**config.mk**
```make
export PLATFORM = sky130hd
export DESIGN_NAME = cmd_processor_top
export DESIGN_NICKNAME = d
export VERILOG_FILES = /design/src/common/cmd_pkg.sv /design/src/common/sample_pkg.sv /design/src/design/command_rx/line_buffer.sv /design/src/design/command_rx/command_decoder.sv /design/src/design/cmd_sequencer.sv /design/src/design/response_counter.sv /design/src/design/sample_bank.sv /design/src/design/response_builder.sv /design/src/design/cmd_processor_top.sv
export SDC_FILE = /design/constraint.sdc
export NUM_CORES = 1
export LEC_CHECK = 0
export ABC_AREA = 1
export BUFFER_PORTS_ARGS = -buffer_cell sky130_fd_sc_hd__buf_2
export CAP_MARGIN = 20
export CELL_PAD_IN_SITES_DETAIL_PLACEMENT = 1
export CELL_PAD_IN_SITES_GLOBAL_PLACEMENT = 2
export CORE_ASPECT_RATIO = 1.5
export CORE_MARGIN = 5
export CORE_UTILIZATION = 34
export CTS_CLUSTER_DIAMETER = 200
export CTS_CLUSTER_SIZE = 20
export DETAILED_ROUTE_END_ITERATION = 10
export GPL_TIMING_DRIVEN = 0
export MAX_ROUTING_LAYER = met4
export PLACE_DENSITY = 0.76
export REMOVE_ABC_BUFFERS = 1
export SYNTH_ARGS = -nofsm -noshare
export SYNTH_HDL_FRONTEND = slang
export SYNTH_SLANG_ARGS = --single-unit
```
**constraint.sdc**
```tcl
create_clock -name clock -period 9.5 [get_ports clock]
set_clock_uncertainty 0.2 [all_clocks]
set_input_delay 0 -clock clock [delete_from_list [all_inputs] [get_ports clock]]
set_output_delay 0 -clock clock [all_outputs]
set_load 0.01 [all_outputs]
```
**src/common/cmd_pkg.sv**
```systemverilog
`default_nettype none

package cmd_pkg;

	// receive line depth in characters
	localparam int line_chars = 14;

	localparam logic [7:0] char_cr = 8'h0D;

	// ping answer text, first character in the top byte
	localparam logic [31:0] resp_ping_chars = "resp";

	// response lengths including the closing carriage return
	localparam int hex_resp_chars  = 9;
	localparam int ping_resp_chars = 5;

	// wide enough for any response byte index
	localparam int byte_idx_width = 4;

	typedef enum logic [1:0]
	{
		cmd_none,
		cmd_ping,
		cmd_voltage,
		cmd_memory
	} cmd_t;

	typedef enum logic [1:0]
	{
		s_idle,
		s_load,
		s_send
	} seq_state_t;

	function automatic logic [byte_idx_width-1:0] response_length(input cmd_t op);
		logic [byte_idx_width-1:0] len;
		case (op)
			cmd_ping:    len = byte_idx_width'(ping_resp_chars);
			cmd_voltage: len = byte_idx_width'(hex_resp_chars);
			cmd_memory:  len = byte_idx_width'(hex_resp_chars);
			default:     len = '0;
		endcase
		return len;
	endfunction

endpackage

`default_nettype wire

```
**src/common/sample_pkg.sv**
```systemverilog
`default_nettype none

package sample_pkg;

	// adc channels served by the voltage command
	localparam int n_channels = 4;

	localparam int sample_width = 32;

	// one hex character per nibble
	localparam int hex_digits = sample_width / 4;

	localparam int channel_idx_width = $clog2(n_channels);

endpackage

`default_nettype wire

```
**src/design/command_rx/line_buffer.sv**
```systemverilog
`timescale 1ns/10ps
`default_nettype none

module line_buffer
	import cmd_pkg::*;
(
	input  wire logic                     clock,
	input  wire logic                     reset,
	input  wire logic [7:0]               rx_byte,
	input  wire logic                     rx_valid,
	output      logic [line_chars*8-1:0]  line,
	output      logic                     line_done
);

	logic [1:0] rx_valid_reg;
	logic [7:0] rx_byte_reg;
	logic       rx_rise;

	always_ff @(posedge clock or posedge reset)
	begin
		if (reset)
		begin
			rx_valid_reg <= 2'b00;
			rx_byte_reg  <= 8'h00;
		end
		else
		begin
			rx_valid_reg <= {rx_valid_reg[0], rx_valid};
			rx_byte_reg  <= rx_byte;
		end
	end

	assign rx_rise = rx_valid_reg[0] && !rx_valid_reg[1];

	// newest character lands in the low byte, never cleared
	always_ff @(posedge clock)
	begin
		if (rx_rise && (rx_byte_reg != char_cr))
		begin
			line <= {line[(line_chars-1)*8-1:0], rx_byte_reg};
		end
	end

	always_ff @(posedge clock or posedge reset)
	begin
		if (reset)
			line_done <= 1'b0;
		else
			line_done <= rx_rise && (rx_byte_reg == char_cr);
	end

endmodule

`default_nettype wire

```
**src/design/command_rx/command_decoder.sv**
```systemverilog
`timescale 1ns/10ps
`default_nettype none

module command_decoder
	import cmd_pkg::*;
	import sample_pkg::*;
(
	input  wire logic [line_chars*8-1:0]      line,
	output      cmd_t                         opcode,
	output      logic [channel_idx_width-1:0] channel,
	output      logic [sample_width-1:0]      memory_value
);

	logic [7:0] last_char;
	logic       all_hex;
	logic       is_ping;
	logic       is_voltage;
	logic       is_memory;

	// {valid, nibble} for one ascii character
	function automatic logic [4:0] hex_decode(input logic [7:0] c);
		if (c >= "0" && c <= "9")
			return {1'b1, 4'(c - 8'h30)};
		else if (c >= "A" && c <= "F")
			return {1'b1, 4'(c - 8'h37)};
		else if (c >= "a" && c <= "f")
			return {1'b1, 4'(c - 8'h57)};
		else
			return 5'b0_0000;
	endfunction

	assign last_char = line[7:0];

	always_comb
	begin
		logic [4:0] dec;
		all_hex = 1'b1;
		memory_value = '0;
		for (int i = 0; i < hex_digits; i++)
		begin
			dec = hex_decode(line[i*8 +: 8]);
			all_hex = all_hex & dec[4];
			memory_value[i*4 +: 4] = dec[3:0];
		end
	end

	assign is_ping    = (line[23:0] == "cmd");
	assign is_voltage = (line[79:8] == "voltagech") && (last_char >= "1") &&
	                    (last_char <= 8'(8'h30 + n_channels));
	assign is_memory  = (line[hex_digits*8 +: 48] == "memory") && all_hex;

	// ascii '1' selects channel index zero
	assign channel = channel_idx_width'(last_char - 8'h31);

	always_comb
	begin
		if (is_ping)
			opcode = cmd_ping;
		else if (is_voltage)
			opcode = cmd_voltage;
		else if (is_memory)
			opcode = cmd_memory;
		else
			opcode = cmd_none;
	end

endmodule

`default_nettype wire

```
**src/design/cmd_sequencer.sv**
```systemverilog
`timescale 1ns/10ps
`default_nettype none

module cmd_sequencer
	import cmd_pkg::*;
(
	input  wire logic  clock,
	input  wire logic  reset,
	input  wire logic  line_done,
	input  wire cmd_t  opcode,
	input  wire logic  tx_ready,
	input  wire logic  last,
	output      logic  load,
	output      logic  tx_valid,
	output      cmd_t  command
);

	seq_state_t state;
	seq_state_t state_next;

	always_comb
	begin
		state_next = state;
		case (state)
			s_idle:
			begin
				if (line_done && (opcode != cmd_none))
				begin
					state_next = s_load;
				end
			end
			s_load:
			begin
				state_next = s_send;
			end
			s_send:
			begin
				// response ends on the transfer of its final byte
				if (tx_ready && last)
				begin
					state_next = s_idle;
				end
			end
			default:
			begin
				state_next = s_idle;
			end
		endcase
	end

	always_ff @(posedge clock or posedge reset)
	begin
		if (reset)
		begin
			state <= s_idle;
		end
		else
		begin
			state <= state_next;
		end
	end

	// every finished line is reported, busy or not
	always_ff @(posedge clock or posedge reset)
	begin
		if (reset)
		begin
			command <= cmd_none;
		end
		else if (line_done)
		begin
			command <= opcode;
		end
	end

	assign load     = (state == s_load);
	assign tx_valid = (state == s_send);

endmodule

`default_nettype wire

```
**src/design/response_counter.sv**
```systemverilog
`timescale 1ns/10ps
`default_nettype none

module response_counter
	import cmd_pkg::*;
(
	input  wire logic                       clock,
	input  wire logic                       reset,
	input  wire logic                       load,
	input  wire cmd_t                       opcode,
	input  wire logic                       tx_valid,
	input  wire logic                       tx_ready,
	output      logic [byte_idx_width-1:0]  byte_index,
	output      logic                       last
);

	logic [byte_idx_width-1:0] final_index;

	always_ff @(posedge clock or posedge reset)
	begin
		if (reset)
		begin
			byte_index  <= '0;
			final_index <= '0;
		end
		else if (load)
		begin
			byte_index  <= '0;
			final_index <= response_length(opcode) - 1'b1;
		end
		else if (tx_valid && tx_ready && !last)
		begin
			byte_index <= byte_index + 1'b1;
		end
	end

	assign last = (byte_index == final_index);

endmodule

`default_nettype wire

```
**src/design/sample_bank.sv**
```systemverilog
`timescale 1ns/10ps
`default_nettype none

module sample_bank
	import sample_pkg::*;
(
	input  wire logic                                     clock,
	input  wire logic                                     reset,
	input  wire logic [n_channels-1:0][sample_width-1:0]  adc_data,
	input  wire logic [n_channels-1:0]                    adc_ready,
	input  wire logic [channel_idx_width-1:0]             channel,
	output      logic [sample_width-1:0]                  sample
);

	logic [n_channels-1:0][sample_width-1:0] bank;

	genvar k;
	generate
		for (k = 0; k < n_channels; k++)
		begin : g_channel
			// channel k starts out holding its own number
			always_ff @(posedge clock or posedge reset)
			begin
				if (reset)
				begin
					bank[k] <= sample_width'(k + 1);
				end
				else if (adc_ready[k])
				begin
					bank[k] <= adc_data[k];
				end
			end
		end
	endgenerate

	assign sample = bank[channel];

endmodule

`default_nettype wire

```
**src/design/response_builder.sv**
```systemverilog
`timescale 1ns/10ps
`default_nettype none

module response_builder
	import cmd_pkg::*;
	import sample_pkg::*;
(
	input  wire logic                       clock,
	input  wire logic                       reset,
	input  wire logic                       load,
	input  wire cmd_t                       opcode,
	input  wire logic [sample_width-1:0]    sample,
	input  wire logic [sample_width-1:0]    memory_value,
	input  wire logic [byte_idx_width-1:0]  byte_index,
	output      logic [7:0]                 tx_byte
);

	cmd_t                          resp_op;
	logic [sample_width-1:0]       resp_word;
	logic [$clog2(hex_digits)-1:0] digit_pos;
	logic [1:0]                    ping_pos;

	function automatic logic [7:0] hex_char(input logic [3:0] nibble);
		if (nibble < 4'd10)
			return 8'h30 + 8'(nibble);
		else
			return 8'h37 + 8'(nibble);
	endfunction

	always_ff @(posedge clock or posedge reset)
	begin
		if (reset)
		begin
			resp_op <= cmd_none;
		end
		else if (load)
		begin
			resp_op <= opcode;
		end
	end

	always_ff @(posedge clock)
	begin
		if (load)
		begin
			resp_word <= (opcode == cmd_memory) ? memory_value : sample;
		end
	end

	// most significant digit goes out first
	assign digit_pos = ($clog2(hex_digits))'(hex_digits - 1 - int'(byte_index));
	assign ping_pos  = 2'(ping_resp_chars - 2 - int'(byte_index));

	always_comb
	begin
		tx_byte = char_cr;
		case (resp_op)
			cmd_ping:
			begin
				if (int'(byte_index) < ping_resp_chars - 1)
					tx_byte = resp_ping_chars[ping_pos*8 +: 8];
			end
			cmd_voltage, cmd_memory:
			begin
				if (int'(byte_index) < hex_digits)
					tx_byte = hex_char(resp_word[digit_pos*4 +: 4]);
			end
			default:
			begin
				tx_byte = char_cr;
			end
		endcase
	end

endmodule

`default_nettype wire

```
**src/design/cmd_processor_top.sv**
```systemverilog
`timescale 1ns/10ps
`default_nettype none

module cmd_processor_top
	import cmd_pkg::*;
	import sample_pkg::*;
(
	input  wire logic                                      clock,
	input  wire logic                                      reset,
	input  wire logic [7:0]                                rx_byte,
	input  wire logic                                      rx_valid,
	input  wire logic [n_channels-1:0][sample_width-1:0]   adc_data,
	input  wire logic [n_channels-1:0]                     adc_ready,
	output      logic [7:0]                                tx_byte,
	output      logic                                      tx_valid,
	output      cmd_t                                      command,
	input  wire logic                                      tx_ready
);

	logic [line_chars*8-1:0]       line;
	logic                          line_done;
	cmd_t                          opcode;
	logic [channel_idx_width-1:0]  channel;
	logic [sample_width-1:0]       memory_value;
	logic [sample_width-1:0]       sample;
	logic                          load;
	logic                          last;
	logic [byte_idx_width-1:0]     byte_index;

	line_buffer u_line_buffer (
		.clock     (clock),
		.reset     (reset),
		.rx_byte   (rx_byte),
		.rx_valid  (rx_valid),
		.line      (line),
		.line_done (line_done)
	);

	command_decoder u_command_decoder (
		.line         (line),
		.opcode       (opcode),
		.channel      (channel),
		.memory_value (memory_value)
	);

	cmd_sequencer u_cmd_sequencer (
		.clock     (clock),
		.reset     (reset),
		.line_done (line_done),
		.opcode    (opcode),
		.tx_ready  (tx_ready),
		.last      (last),
		.load      (load),
		.tx_valid  (tx_valid),
		.command   (command)
	);

	response_counter u_response_counter (
		.clock      (clock),
		.reset      (reset),
		.load       (load),
		.opcode     (opcode),
		.tx_valid   (tx_valid),
		.tx_ready   (tx_ready),
		.byte_index (byte_index),
		.last       (last)
	);

	sample_bank u_sample_bank (
		.clock     (clock),
		.reset     (reset),
		.adc_data  (adc_data),
		.adc_ready (adc_ready),
		.channel   (channel),
		.sample    (sample)
	);

	response_builder u_response_builder (
		.clock        (clock),
		.reset        (reset),
		.load         (load),
		.opcode       (opcode),
		.sample       (sample),
		.memory_value (memory_value),
		.byte_index   (byte_index),
		.tx_byte      (tx_byte)
	);

endmodule

`default_nettype wire

```
==> qor.yml <==
max-vdd-ir-drop_mv: 0.121
p_leak_nw: 7.70
layout.nets: 1888
hold_path.class: "in2reg"
synth_compound_area_share_pct: 10.3
max_freq_ghz: 0.207
globalRouteOverflowTotal: 0
largest_reg_flops: 128
synth_warnings: 0
numCtsBuffers: 18
min_period_over_period_pct: 50.8
num_vias: 10890
core_um2: 40300
initial_core_util_pct: 34.4
ant_nets: 0
path_clk_slew_ns: 0.10
antenna_found_initial: 3
drc: 0
synth.distinct_cells: 40
synth_top_area_cell: "edfxtp_1"
worst_slew_pin_slew_ns: 1.10
drive_gt1_share_pct: 17.0
p_total_mw: 2.62
clockBufferDepth: 3
synth_fa_ha_area_share_pct: 3.61
grt_usage_pct: 18.7
clock_sinks: 296
slew_violations: 0
final-instance-count-excl-fill: 2224
port_buffers: 153
cp.required_ns: 9.58
clk-insertion-delay-late_ns: 0.53
design.die.area_um2: 45000
grt_max_degree: 115
synthCells: 1399
status: "completed"
synth-main-ff-cell: "dfrtp_1"
wire_per_inst_um: 18.5
finalCriticalPeriod_ns: 4.83
grt_pass1_wl_um: 65600
critPathArrivalTime_ns: 4.91
ys_ff_latch: 296
max_flop_register: "u_sample_bank.bank"
reg_top3: "u_sample_bank.bank x128, u_line_buffer.line x112, u_response_builder.resp_word x32"
start_kind: "flip-flop"
synth.avg_cell_area_um2: 9.92
place.gp.congestion: 0.831
ios: 155
fillers: 4589
finalSetupViolCount: 0
crit_path_end_kind: "flip-flop"
synth_xor_area_share_pct: 0.316
synth_top_family_by_area: "simple AND/OR/NAND/NOR gates"
slew_headroom_pct: 26.7
cts_tree: "done"
hold_viol_final: 0
dr.pass1.iters: 4
synth_area_leaders: "edfxtp_1, dfrtp_1, nand2_1"
power_density_nw_per_um2: 149
synthSimpleGateAreaFrac_pct: 15.1
dpl.hpwl_um: 27800
cp_max_fo: 68
synth_edf_count: 144
worstSetupPathType: "reg2reg"
die_h_um: 257
htreeDepth: 1
drv_cap: 0
num_rows: 90
dpl.cell_count: 2019
cts_resized: 0
synth-async-reset-ratio_pct: 51.4
yosys.area.top_type_share_pct: 31.2
root_buffer: "clkbuf_16"
grt_pass1_vias: 12130
netlist_area_um2: 13900
vias_per_cell: 4.90
drtIter0Drc: 422
drt_wl_total_um: 41100
rsz0062_at_grt: "false"
synthMuxAreaShare_pct: 5.52
dieWidth_um: 175
ys_seq_area_share_pct: 58.6
cts_setup_buffers: 0
areaGrowthSynthToFinish_pct: 26.9
[metal layers]
| metal | track usage (%) | wire, µm | vias up |
|---|---|---|---|
| met4 | 6.29 | 1330 | 0 |
| met1 | 20.5 | 16200 | 5375 |
| li1 | - | - | 5278 |
| met2 | 35.0 | 22500 | 174 |
| met5 | - | 0 | - |
| met3 | 1.97 | 1050 | 63 |
[power breakdown]
part           leakage [nW]  internal, mW  switching (mW)
clock network         0.261         0.403           0.435
registers              3.17          1.43          0.0409
logic                  4.27         0.152           0.164
total                  7.70          1.98           0.640
[worst paths after layout]
check | startpoint | to | slack, ns | depth (start not counted)
setup / recovery | u_line_buffer.line[0]$_DFFE_PP_ | u_response_builder.resp_word[3]$_DFFE_PP_ | 4.67 | 14
hold reg to reg | u_line_buffer.rx_valid_reg[0]$_DFF_PP0_ | u_line_buffer.rx_valid_reg[1]$_DFF_PP0_ | 0.20 | 0
setup reg to reg | u_line_buffer.line[0]$_DFFE_PP_ | u_response_builder.resp_word[3]$_DFFE_PP_ | 4.67 | 14
max in group asynchronous | reset | u_line_buffer.line_done$_DFF_PP0_ | 7.75 | 5
min in group asynchronous | reset | u_sample_bank.bank[21]$_DFFE_PP0P_ | 0.44 | 4
hold / removal | adc_ready[1] | u_sample_bank.bank[47]$_DFFE_PP0P_ | 0.009 | 3
[cells in the final DEF, fill, tap and decap left out, types with 11 or more instances in the layout]
| cell type | instances |
|---|---|
| o211ai_1 | 12 |
| inv_1 | 167 |
| clkbuf_1 | 11 |
| a21oi_1 | 55 |
| edfxtp_1 | 144 |
| o21ai_1 | 22 |
| clkbuf_16 | 19 |
| buf_2 | 153 |
| dlygate4sd3_1 | 169 |
| nand3_2 | 11 |
| o21ai_0 | 169 |
| nand2_1 | 275 |
| nand3_1 | 60 |
| dfrtp_1 | 147 |
| nand4_1 | 11 |
| mux2_2 | 68 |
| nor2_1 | 88 |
| nor3_1 | 19 |
| ha_1 | 40 |
[final cells by class]
cell class / instances / area [µm²] / share of cell area (%)
diodes: 3 / 7.51 / 0.0426
clock buffers: 30 / 517 / 2.94
clock inverters: 1 / 30.0 / 0.171
inverters: 173 / 657 / 3.73
multi-input cells: 875 / 4860 / 27.6
flip-flops and latches: 296 / 8130 / 46.2
well taps: 506 / 633 / 3.60
repair buffers: 340 / 2770 / 15.7
[critical path, stage by stage, from the launching register on]
cell and delay (ns):
edfxtp_1 0.99, buf_16 0.25, buf_16 0.18, buf_16 0.18
inv_1 0.23, buf_16 0.24, ha_1 0.22, nand3b_1 0.11
nand3_1 0.16, nand2_1 0.18, nand2_1 0.11, nor2_1 0.19
nand3_4 0.66, o21ai_0 0.50, inv_1 0.08
[cell families (layout without fill, tap and decap cells)]
group,count (synthesis),count (layout)
AOI/OAI and AO/OA,273,273
xor gates and xnor gates,5,5
adders and majority gates,40,40
buffers and inverters,228,544
DFF,296,296
muxes,68,68
other,1,4
and+or+nand+nor,488,488
[synth_stat cells, drive strengths merged, types with 11 or more instances]
cell / number
nor2: 91
inv: 172
edfxtp: 144
nand4: 11
clkbuf: 39
a21oi: 56
nand2: 276
dfrtp: 147
ha: 40
o21ai: 193
mux2: 68
nor3: 20
o211ai: 12
buf: 16
nand3: 72
[through the flow]
stage | TNS, ns | setup WS (ns) | instance area [µm²] | utilization (%) | hold WS (ns)
finish | 0 | 4.67 | 17600 | 43.7 | 0.00912
global route | 0 | 4.35 | 17600 | 43.7 | 0.0342
CTS | 0 | 4.24 | 17500 | 43.5 | 0.00159
detailed placement | 0 | 4.26 | 15300 | 38.0 | -0.202
global placement | -272.35 | -2.44 | 15000 | 37.3 | -0.0898
floorplan | 0 | 0.557 | 13600 | - | -0.169
[repair_timing]
item / CTS / global route
hold buffers: 168 / 1
setup endpoints to repair: 0 / 0
hold endpoints to repair: 292 / 29
(Power assumes the default switching activity.)
